File: src/common/uart_pkg.sv
`default_nettype none

package uart_pkg;

	// frame geometry
	localparam int DATA_WIDTH   = 8;  // data bits per frame
	localparam int CLKS_PER_BIT = 8;  // tx_clk cycles per serial bit
	localparam int HALF_BIT     = CLKS_PER_BIT / 2; // start edge to middle of start bit
	localparam int SYNC_STAGES  = 3;  // flops on the asynchronous receive line

	// start + data + even parity + stop
	localparam int FRAME_BITS   = DATA_WIDTH + 3;

	// one data byte
	typedef logic [DATA_WIDTH-1:0] data_t;

	// counts tx_clk cycles inside one bit, 0 .. CLKS_PER_BIT-1
	typedef logic [$clog2(CLKS_PER_BIT)-1:0] baud_count_t;

	// counts bits inside one frame, 0 .. FRAME_BITS-1
	typedef logic [$clog2(FRAME_BITS)-1:0] bit_index_t;

	// transmitter FSM
	typedef enum logic {
		TX_IDLE  = 1'b0, // line high, ready for a byte
		TX_SHIFT = 1'b1  // frame on the line
	} tx_state_e;

	// receiver FSM, one state per frame field
	typedef enum logic [2:0] {
		RX_IDLE   = 3'd0, // waiting for the sampler to find a start edge
		RX_START  = 3'd1, // waiting for the start bit sample
		RX_DATA   = 3'd2, // shifting in data bits
		RX_PARITY = 3'd3, // waiting for the parity sample
		RX_STOP   = 3'd4  // waiting for the stop sample
	} rx_state_e;

endpackage

`default_nettype wire

File: src/common/rx_sample_if.sv
`timescale 1ns/1ps
`default_nettype none

// link between the receive sampler and the deframer
interface rx_sample_if;

	logic sample_strobe; // one cycle at the middle of each bit
	logic sample_bit;    // synchronized line level, valid with the strobe
	logic frame_active;  // sampler is inside a frame
	logic frame_done;    // deframer is finished, sampler goes back to hunting

	modport sampler (
		output sample_strobe,
		output sample_bit,
		output frame_active,
		input  frame_done
	);

	modport deframer (
		input  sample_strobe,
		input  sample_bit,
		input  frame_active,
		output frame_done
	);

endinterface

`default_nettype wire

File: src/uart_tx/tx_serializer.sv
`timescale 1ns/1ps
`default_nettype none

module tx_serializer (
	input  logic            tx_clk,
	input  logic            reset_tx,
	input  logic            i_valid,  // byte offered by the source
	input  uart_pkg::data_t i_data,   // held by the source until taken
	output logic            o_ready,  // high only while idle
	output logic            o_serial  // serial line, high when idle
);

	uart_pkg::tx_state_e   state_q;
	uart_pkg::baud_count_t baud_cnt_q;  // cycle within the current bit
	uart_pkg::bit_index_t  bit_idx_q;   // frame bit now on the line

	// start bit goes straight to the line, so the register holds the rest
	// of the frame with bit 0 as the next bit to send
	logic [uart_pkg::FRAME_BITS-2:0] frame_q;

	logic take_byte;  // handshake completes on this edge
	logic bit_end;    // last cycle of the current bit
	logic last_bit;   // stop bit is on the line

	assign take_byte = i_valid & o_ready;
	assign bit_end   = (baud_cnt_q == uart_pkg::baud_count_t'(uart_pkg::CLKS_PER_BIT - 1));
	assign last_bit  = (bit_idx_q == uart_pkg::bit_index_t'(uart_pkg::FRAME_BITS - 1));

	// control: state, counters, ready and the line itself
	always_ff @(posedge tx_clk) begin
		if (reset_tx) begin
			state_q    <= uart_pkg::TX_IDLE;
			baud_cnt_q <= '0;
			bit_idx_q  <= '0;
			o_ready    <= 1'b1;  // ready straight out of reset
			o_serial   <= 1'b1;  // line idles high
		end else begin
			case (state_q)
				uart_pkg::TX_IDLE: begin
					if (take_byte) begin
						state_q    <= uart_pkg::TX_SHIFT;
						baud_cnt_q <= '0;
						bit_idx_q  <= '0;
						o_ready    <= 1'b0;  // busy for the whole frame
						o_serial   <= 1'b0;  // start bit on the next cycle
					end
				end

				uart_pkg::TX_SHIFT: begin
					if (bit_end) begin
						baud_cnt_q <= '0;
						if (last_bit) begin
							// stop bit has had its full time
							state_q  <= uart_pkg::TX_IDLE;
							o_ready  <= 1'b1;  // next byte may be taken here
							o_serial <= 1'b1;
						end else begin
							bit_idx_q <= bit_idx_q + 1'b1;
							o_serial  <= frame_q[0];  // lsb first
						end
					end else begin
						baud_cnt_q <= baud_cnt_q + 1'b1;
					end
				end

				default: begin
					state_q  <= uart_pkg::TX_IDLE;
					o_ready  <= 1'b1;
					o_serial <= 1'b1;
				end
			endcase
		end
	end

	// frame payload, loaded at the transfer and shifted once per bit
	always_ff @(posedge tx_clk) begin
		if (take_byte) begin
			frame_q <= {1'b1, ^i_data, i_data};  // stop, even parity, data
		end else if ((state_q == uart_pkg::TX_SHIFT) && bit_end) begin
			frame_q <= {1'b1, frame_q[uart_pkg::FRAME_BITS-2:1]};  // fill with idle level
		end
	end

endmodule

`default_nettype wire

File: src/uart_rx/rx_sampler.sv
`timescale 1ns/1ps
`default_nettype none

module rx_sampler (
	input  logic          tx_clk,
	input  logic          reset_tx,
	input  logic          i_serial,  // asynchronous receive line
	rx_sample_if.sampler  smp
);

	logic [uart_pkg::SYNC_STAGES-1:0] sync_q;  // synchronizer chain, bit 0 first
	logic                             line_now;   // synchronized line
	logic                             line_prev;  // line one cycle earlier
	logic                             start_edge; // falling edge while hunting

	uart_pkg::baud_count_t baud_cnt_q;  // cycles left to the next sample point
	logic                  active_q;    // inside a frame

	assign line_now   = sync_q[uart_pkg::SYNC_STAGES-1];
	assign start_edge = line_prev & ~line_now;

	// line flops, set to the idle level so reset gives no false edge
	always_ff @(posedge tx_clk) begin
		if (reset_tx) begin
			sync_q    <= '1;
			line_prev <= 1'b1;
		end else begin
			sync_q    <= {sync_q[uart_pkg::SYNC_STAGES-2:0], i_serial};
			line_prev <= line_now;
		end
	end

	// hunt for a start edge, then count out the mid-bit sample points
	always_ff @(posedge tx_clk) begin
		if (reset_tx) begin
			active_q   <= 1'b0;
			baud_cnt_q <= '0;
		end else if (!active_q) begin
			if (start_edge) begin
				active_q   <= 1'b1;
				baud_cnt_q <= uart_pkg::baud_count_t'(uart_pkg::HALF_BIT - 1); // to mid start bit
			end
		end else if (smp.frame_done) begin
			// deframer is through with this frame or dropped a glitch
			active_q   <= 1'b0;
			baud_cnt_q <= '0;
		end else if (baud_cnt_q == '0) begin
			baud_cnt_q <= uart_pkg::baud_count_t'(uart_pkg::CLKS_PER_BIT - 1); // one bit on
		end else begin
			baud_cnt_q <= baud_cnt_q - 1'b1;
		end
	end

	// strobe lands HALF_BIT cycles after the edge, then every CLKS_PER_BIT
	assign smp.sample_strobe = active_q & (baud_cnt_q == '0);
	assign smp.sample_bit    = line_now;
	assign smp.frame_active  = active_q;

endmodule

`default_nettype wire

File: src/uart_rx/rx_deframer.sv
`timescale 1ns/1ps
`default_nettype none

module rx_deframer (
	input  logic            tx_clk,
	input  logic            reset_tx,
	rx_sample_if.deframer   smp,
	output logic            o_valid,  // one cycle per received frame
	output uart_pkg::data_t o_data,   // held until the next pulse
	output logic            o_error   // parity or stop bit wrong
);

	uart_pkg::rx_state_e  state_q;
	uart_pkg::bit_index_t bit_cnt_q;     // data bits taken so far
	uart_pkg::data_t      shift_q;       // data shift register, lsb arrives first
	logic                 parity_acc_q;  // running xor of the data bits
	logic                 parity_err_q;  // parity sample disagreed
	logic                 done_q;        // frame_done pulse
	logic                 last_data;     // strobe takes the final data bit

	assign last_data      = (bit_cnt_q == uart_pkg::bit_index_t'(uart_pkg::DATA_WIDTH - 1));
	assign smp.frame_done = done_q;

	// FSM and result flags
	always_ff @(posedge tx_clk) begin
		if (reset_tx) begin
			state_q      <= uart_pkg::RX_IDLE;
			bit_cnt_q    <= '0;
			parity_err_q <= 1'b0;
			done_q       <= 1'b0;
			o_valid      <= 1'b0;
			o_error      <= 1'b0;
		end else begin
			done_q  <= 1'b0;  // both are single cycle pulses
			o_valid <= 1'b0;
			case (state_q)
				uart_pkg::RX_IDLE: begin
					// frame_active lingers one cycle past frame_done
					if (smp.frame_active && !done_q) begin
						state_q <= uart_pkg::RX_START;
					end
				end

				uart_pkg::RX_START: begin
					if (smp.sample_strobe) begin
						if (smp.sample_bit) begin
							state_q <= uart_pkg::RX_IDLE;  // glitch, line back high
							done_q  <= 1'b1;
						end else begin
							state_q   <= uart_pkg::RX_DATA;
							bit_cnt_q <= '0;
						end
					end
				end

				uart_pkg::RX_DATA: begin
					if (smp.sample_strobe) begin
						bit_cnt_q <= bit_cnt_q + 1'b1;
						if (last_data) begin
							state_q <= uart_pkg::RX_PARITY;
						end
					end
				end

				uart_pkg::RX_PARITY: begin
					if (smp.sample_strobe) begin
						state_q      <= uart_pkg::RX_STOP;
						parity_err_q <= parity_acc_q ^ smp.sample_bit; // even parity
					end
				end

				uart_pkg::RX_STOP: begin
					if (smp.sample_strobe) begin
						state_q <= uart_pkg::RX_IDLE;
						o_valid <= 1'b1;
						o_error <= parity_err_q | ~smp.sample_bit; // low stop is a framing error
						done_q  <= 1'b1;
					end
				end

				default: state_q <= uart_pkg::RX_IDLE;
			endcase
		end
	end

	// payload side, only moves on a strobe
	always_ff @(posedge tx_clk) begin
		if (smp.sample_strobe) begin
			case (state_q)
				uart_pkg::RX_START: parity_acc_q <= 1'b0;
				uart_pkg::RX_DATA: begin
					shift_q      <= {smp.sample_bit, shift_q[uart_pkg::DATA_WIDTH-1:1]};
					parity_acc_q <= parity_acc_q ^ smp.sample_bit;
				end
				uart_pkg::RX_STOP: o_data <= shift_q;  // lands with o_valid
				default: ;
			endcase
		end
	end

endmodule

`default_nettype wire

File: src/verilog/uart_core.sv
`timescale 1ns/1ps
`default_nettype none

module uart_core (
	input  logic            tx_clk,
	input  logic            reset_tx,

	// transmit byte handshake
	input  logic            i_tx_valid,
	input  uart_pkg::data_t i_tx_data,
	output logic            o_tx_ready,

	// serial lines, joined outside for loopback
	output logic            o_serial_tx,
	input  logic            i_serial_rx,

	// received byte
	output logic            o_rx_valid,
	output uart_pkg::data_t o_rx_data,
	output logic            o_rx_error
);

	rx_sample_if u_rx_link ();  // sampler to deframer

	// transmit path
	tx_serializer u_tx_serializer (
		.tx_clk   (tx_clk),
		.reset_tx (reset_tx),
		.i_valid  (i_tx_valid),
		.i_data   (i_tx_data),
		.o_ready  (o_tx_ready),
		.o_serial (o_serial_tx)
	);

	// receive path, sync and bit timing
	rx_sampler u_rx_sampler (
		.tx_clk   (tx_clk),
		.reset_tx (reset_tx),
		.i_serial (i_serial_rx),
		.smp      (u_rx_link.sampler)
	);

	// receive path, frame checks and result
	rx_deframer u_rx_deframer (
		.tx_clk   (tx_clk),
		.reset_tx (reset_tx),
		.smp      (u_rx_link.deframer),
		.o_valid  (o_rx_valid),
		.o_data   (o_rx_data),
		.o_error  (o_rx_error)
	);

endmodule

`default_nettype wire

File: config.mk
export PLATFORM = sky130hd
export DESIGN_NAME = uart_core
export DESIGN_NICKNAME = d
export VERILOG_FILES = /design/src/common/uart_pkg.sv /design/src/common/rx_sample_if.sv /design/src/uart_tx/tx_serializer.sv /design/src/uart_rx/rx_sampler.sv /design/src/uart_rx/rx_deframer.sv /design/src/verilog/uart_core.sv
export SDC_FILE = /design/constraint.sdc
export NUM_CORES = 1
export LEC_CHECK = 0
export BUFFER_PORTS_ARGS = -buffer_cell sky130_fd_sc_hd__buf_2
export CORE_ASPECT_RATIO = 0.6
export CORE_UTILIZATION = 40
export DETAILED_ROUTE_END_ITERATION = 10
export PLACE_DENSITY_LB_ADDON = 0.3
export SYNTH_ARGS = -nofsm -noshare
export SYNTH_HDL_FRONTEND = slang
export SYNTH_SLANG_ARGS = --single-unit
File: constraint.sdc
create_clock -name tx_clk -period 1.8 [get_ports tx_clk]
set_input_delay 0.18 -clock tx_clk [delete_from_list [all_inputs] [get_ports tx_clk]]
set_output_delay 0.18 -clock tx_clk [all_outputs]
set_load 0.03 [all_outputs]
* After elaboration in Yosys (flattened, before gate mapping)
Cells that the tools add are included.
Storage, ports and cells: logic and storage cells 112, bits in writable memories 0, register bits 55, bits of input ports 12, memories 0, bits in latches 0, output and inout port bits 12, bits in read-only memories 0
Operators by class: $mul 0, equal/unequal tests 18, div/mod/pow operators 0, bitwise gates (word level) 8, multiplexer cells 44, order comparisons 0, add/sub/neg operators 4, reductions and logical operators 19, shift-type cells 0
Operator list (number):
- two-way mux 3 bit | 12
- two-way mux 4 bit | 6
- two-way mux 9 bit | 2
- case mux 4 bit (2 select lines) | 2
- case mux 3 bit (5 select lines) | 1
- two-way mux 1 bit | 14
- != test 2 x 1 -> 1 bit, second input constant | 7
- case mux 1 bit (2 select lines) | 5
- AND reduction 2 bit | 5
- adder 4 x 1 -> 4 bit, second input constant | 2
- != test 2 bit, second input constant | 4
- XOR reduction 8 bit | 1
- == test 3 x 2 -> 1 bit, second input constant | 2
- == test 3 bit, second input constant | 2
- zero test 3 bit | 2
- case mux 3 bit (2 select lines) | 1
- AND reduction 3 bit | 2
- AND reduction 6 bit | 1
- nonzero test 2 bit | 3
- == test 4 x 3 -> 1 bit, second input constant | 1
- == test 4 bit, second input constant | 1
- AND reduction 4 bit | 1
- adder 3 x 1 -> 3 bit, second input constant | 1
- AND 1 bit | 3
- 9 further kinds | 12

* Longest topological paths before layout
depth in word-level cells 4, gate-level depth with buffers 6, depth with buffers taken out 6

* Cells and area by module
Synthesis repeated with hierarchy kept, for this count alone.
Unflattened totals: cells, all modules 213, area, all modules 2427.3 um2
Modules (own cells, without submodules):
- rx_deframer | area each 1123.6 um2, sequential area each 730.7 um2, instances 1, cells an instance 92
- tx_serializer | area each 964.7 um2, sequential area each 470.5 um2, instances 1, cells an instance 88
- rx_sampler | area each 339.1 um2, sequential area each 160.2 um2, instances 1, cells an instance 33

* Worst setup path before layout
Ideal clock, no wire load.
kind reg-to-reg, from reg u_rx_deframer.state_q[2], to reg u_rx_deframer.shift_q[0], enable pin, library setup time 375 ps, required time 1425 ps, arrival 1279 ps, period minus slack after synthesis 1654 ps, cell stages (with the launch flop) 4, path buffers 1, path slack 146 ps, cell sequence dfxtp_1 -> buf_2 -> or3b_4 -> nor2_1
Between the ends: cells in the longest elaborated chain, start to end 2
RTL lines:
- from (decl) | RTL line rx_deframer.sv:13 | uart_pkg::rx_state_e state_q;
- from (signal assigned) | RTL line rx_deframer.sv:27 | state_q <= uart_pkg::RX_IDLE;
- from (signal assigned) | RTL line rx_deframer.sv:40 | state_q <= uart_pkg::RX_START;
- from (signal assigned) | RTL line rx_deframer.sv:47 | state_q <= uart_pkg::RX_IDLE;
- == test 3 x 2 -> 1 bit | RTL line rx_deframer.sv:89 | case (state_q)
- AND reduction 2 bit (no source line)
- to (signal assigned) | RTL line rx_deframer.sv:92 | shift_q <= {smp.sample_bit, shift_q[uart_pkg::DATA_WIDTH-1:1]};
- to (decl) | RTL line rx_deframer.sv:15 | uart_pkg::data_t shift_q;
Every way passes these cells. A chain may end at the register's enable or synchronous reset.

* Worst setup path in the final report
from reg u_rx_sampler.baud_cnt_q[0], to reg u_rx_deframer.o_data[2], enable pin
Between the ends: cells in the longest elaborated chain, start to end 3
RTL lines:
- from (decl) | RTL line rx_sampler.sv:16 | uart_pkg::baud_count_t baud_cnt_q;
- from (signal assigned) | RTL line rx_sampler.sv:41 | baud_cnt_q <= uart_pkg::baud_count_t'(uart_pkg::HALF_BIT - 1);
- from (signal assigned) | RTL line rx_sampler.sv:48 | baud_cnt_q <= uart_pkg::baud_count_t'(uart_pkg::CLKS_PER_BIT - 1);
- from (signal assigned) | RTL line rx_sampler.sv:50 | baud_cnt_q <= baud_cnt_q - 1'b1;
- zero test 3 bit | RTL line rx_sampler.sv:55 | assign smp.sample_strobe = active_q & (baud_cnt_q == '0);
- AND 1 bit | RTL line rx_sampler.sv:55
- AND reduction 2 bit (no source line)
- to (signal assigned) | RTL line rx_deframer.sv:95 | uart_pkg::RX_STOP: o_data <= shift_q;
- to (decl) | RTL line rx_deframer.sv:9 | output uart_pkg::data_t o_data,
Every way passes these cells.

==> metrics <==
insertion delay of the later-clocked pin in the worst-skew pair 0.31 ns; Fin Hold WS slightly below 0.06 ns; worst endpoint data arrival time 1.63 ns; antenna fix cells 0; post-synth top area cell sky130_fd_sc_hd__edfxtp_1; Buffers on Ports 23; Synthesis Warnings 0; maximum vdd drop 0.389 mV; vias in the first global route 1332; number of max-slew violations in the final report 0; final cell utilization of the core 49.1%; depth of the worst register-to-register path 5; Power Dens Cells 866 nW/um2; clock tree from TritonCTS built; I/O pins 24; async set-or-reset flop fraction in the synthesized netlist 0%; cell area after placement 2510 um2; CTS clock-pin slew for the worst setup and hold paths 0.11 ns; core area 5310 um2; delay contributed by the slowest stage of the critical path 0.35 ns; die outline width 100 um; Area contributors post-synth sky130_fd_sc_hd__edfxtp_1 34%, sky130_fd_sc_hd__dfxtp_1 25%, sky130_fd_sc_hd__mux2_2 4.9%, sky130_fd_sc_hd__ha_1 3.8%, sky130_fd_sc_hd__xnor2_1 3.4%; worst slack after detailed placement 0.187 ns; cell area after synthesis 2300 um2; category of the critical setup timing path register to register; cell with the largest stage delay on the worst path sky130_fd_sc_hd__dfxtp_1; overall power consumption between 2 and 2.5 mW; total count of hold-check failures in the final report 0; number of enable-type register cells in the synthesized netlist 26; Congestion Overflow GR 0; Pleak 0.958 nW; Die Footprint 6080 um2; max-slew headroom at the worst pin 65.4%; area added between synthesis and finish 13.0%; number of cells on the worst hold path 2; actual slew at the worst max-slew pin 0.518 ns; Post-synth top flop sky130_fd_sc_hd__dfxtp_1; required arrival time at the worst endpoint about 1.8 ns; hold-fix buffers at CTS 0; worst setup margin 0.166 ns; cell with the most instances after synthesis sky130_fd_sc_hd__dfxtp_1; number of placed instances, taps included 295; RSZ-0062 raised after global routing no; final weighted congestion in routability-driven placement 0.758; part of the Yosys area used for sequential elements around three fifths; skew final 0.0148 ns; starting density of the core 43.4%; height of the chip 60.8 um; number of antenna violations at the first check in global routing 0; Synth Net Count roughly 220; global-route wire length before repair 6400 um; list of cells traversed by the critical path inv_1 > ha_1 > and3b_1 > nand2_1 > inv_1; number of distinct library cells after synthesis 41; fmax 0.612 GHz; Post-Synthesis Cells roughly 200; number of non-filler instances in the completed layout 303; MaxCap Viol Count 0; Vias/cell 4.85; final setup TNS 0 ns; class of the worst hold path primary input to register; minimum clock period after layout 1.63 ns; worst-case clock buffer depth 2; Clock Root Buffer sky130_fd_sc_hd__clkbuf_8; total routed wirelength 3820 um; Final Cell Area 2610 um2; post-CTS setup buffer count 0; H-tree levels 2; floorplan row count 20; Fillers 494; endpoint type of the worst setup path register; Resized Gates After CTS 0; routed wire length per instance 12.6 um; final clock period utilization by the worst path around nine tenths; outcome complete, no violations; final layout net count 244; fraction of final layout cells with drive strength greater than 1 approximately a quarter; maximum number of pins on one net before global-route repair 29; cell type with the highest occurrence count on the critical path sky130_fd_sc_hd__inv_1; global routing usage summed across all routing layers 14.2%; Clock Sinks 55; Yosys reg bits 55; remaining antenna violation count after routing 0; Vias between 1000 and 1500; first-iteration detailed-routing DRC count 56; placed wire-length estimate around 2700 um; Final setup viols 0; synthesized area per cell 11.6 um2; most used standard cells in the synthesized netlist 29 x sky130_fd_sc_hd__dfxtp_1, 26 x sky130_fd_sc_hd__edfxtp_1, 17 x sky130_fd_sc_hd__nor2_1; kind of start point of the critical path register; drt pass-1 iters 4; top-area cell type share of the netlist area 33.9%; number of CTS-inserted buffers 5; highest net fanout along the worst path 8; post-detailed-route DRC marker count 0
## logic make-up after synthesis
kind of cell / share of synthesized area, %
mux: 5.75
fa+ha+maj: 3.80
buf+inv: 2.77
compound gates: 7.98
flops: 59.1
simple gates: 16.8
xor+xnor: 3.80
## cells in the final DEF, fill, tap and decap left out, types with 2 or more instances in the layout
cell / count
sky130_fd_sc_hd__a211oi_1: 2
sky130_fd_sc_hd__a21o_1: 4
sky130_fd_sc_hd__a21oi_1: 12
sky130_fd_sc_hd__buf_2: 23
sky130_fd_sc_hd__buf_4: 5
sky130_fd_sc_hd__clkbuf_8: 5
sky130_fd_sc_hd__dfxtp_1: 29
sky130_fd_sc_hd__edfxtp_1: 26
sky130_fd_sc_hd__ha_1: 7
sky130_fd_sc_hd__inv_1: 5
sky130_fd_sc_hd__mux2_2: 10
sky130_fd_sc_hd__mux2i_1: 2
sky130_fd_sc_hd__nand2_1: 11
sky130_fd_sc_hd__nand2b_1: 3
sky130_fd_sc_hd__nand3_1: 5
sky130_fd_sc_hd__nand3b_1: 5
sky130_fd_sc_hd__nand4_1: 3
sky130_fd_sc_hd__nor2_1: 17
sky130_fd_sc_hd__nor2b_1: 3
sky130_fd_sc_hd__nor3_1: 8
sky130_fd_sc_hd__nor3b_1: 3
sky130_fd_sc_hd__nor4_1: 2
sky130_fd_sc_hd__o21ai_0: 4
sky130_fd_sc_hd__o21ai_1: 2
sky130_fd_sc_hd__or2_2: 4
sky130_fd_sc_hd__xnor2_1: 9
## flip-flops by register name, indices dropped and copies added, names as in the netlist
name	count
u_rx_sampler.baud_cnt_q	3
u_tx_serializer.bit_idx_q	4
u_rx_deframer.parity_err_q	1
u_rx_sampler.smp.frame_active	1
u_tx_serializer.baud_cnt_q	3
u_rx_deframer.shift_q	8
u_tx_serializer.frame_q	9
u_rx_deframer.parity_acc_q	1
u_tx_serializer.o_ready	1
u_rx_sampler.line_prev	1
u_rx_deframer.smp.frame_done	1
u_rx_deframer.o_error	1
u_rx_deframer.state_q	3
u_tx_serializer.o_serial	1
u_rx_deframer.o_valid	1
u_rx_deframer.o_data	8
u_tx_serializer.state_q	1
u_rx_sampler.sync_q	3
u_rx_deframer.bit_cnt_q	4
## power by group
part / switching (mW) / total (mW) / internal [mW]
sequential: 0.0245 / 1.37 / 1.35
combinational: 0.0961 / 0.182 / 0.0856
clock: 0.417 / 0.703 / 0.286
total: 0.537 / 2.25 / 1.72
## area by class of cell
cell class	instances	area (um2)	share of cell area, %
sequential	55	1360	52.3
tap	77	96.3	3.70
timing repair buffer	28	153	5.86
inverter	5	18.8	0.720
multi-input combinational	130	880	33.8
clock buffer	5	68.8	2.64
clock inverter	3	27.5	1.06
## final timing paths
kind / startpoint / end / slack, ns
setup / recovery: u_rx_sampler.baud_cnt_q[0]$_SDFFE_PP0P_ / u_rx_deframer.o_data[2]$_DFFE_PP_ / 0.17
hold / removal: i_serial_rx / u_rx_sampler.sync_q[0]$_SDFF_PP1_ / 0.06
setup reg to reg: u_rx_sampler.baud_cnt_q[0]$_SDFFE_PP0P_ / u_rx_deframer.o_data[2]$_DFFE_PP_ / 0.17
hold reg to reg: u_rx_sampler.sync_q[0]$_SDFF_PP1_ / u_rx_sampler.sync_q[1]$_SDFF_PP1_ / 0.41
## worst max-delay path: cells and delay by family (launching register included)
family	cells	cell delay (ns)
fa+ha+maj	1	0.22
buf+inv	2	0.34
flops	1	0.35
simple gates	2	0.40
## layer usage
metal	global-route usage (%)	wire [um]
met3	5.30	150
met4	3.73	19
met1	21.6	2150
met5	0	0
met2	18.4	1500
(Power assumes the default switching activity.)
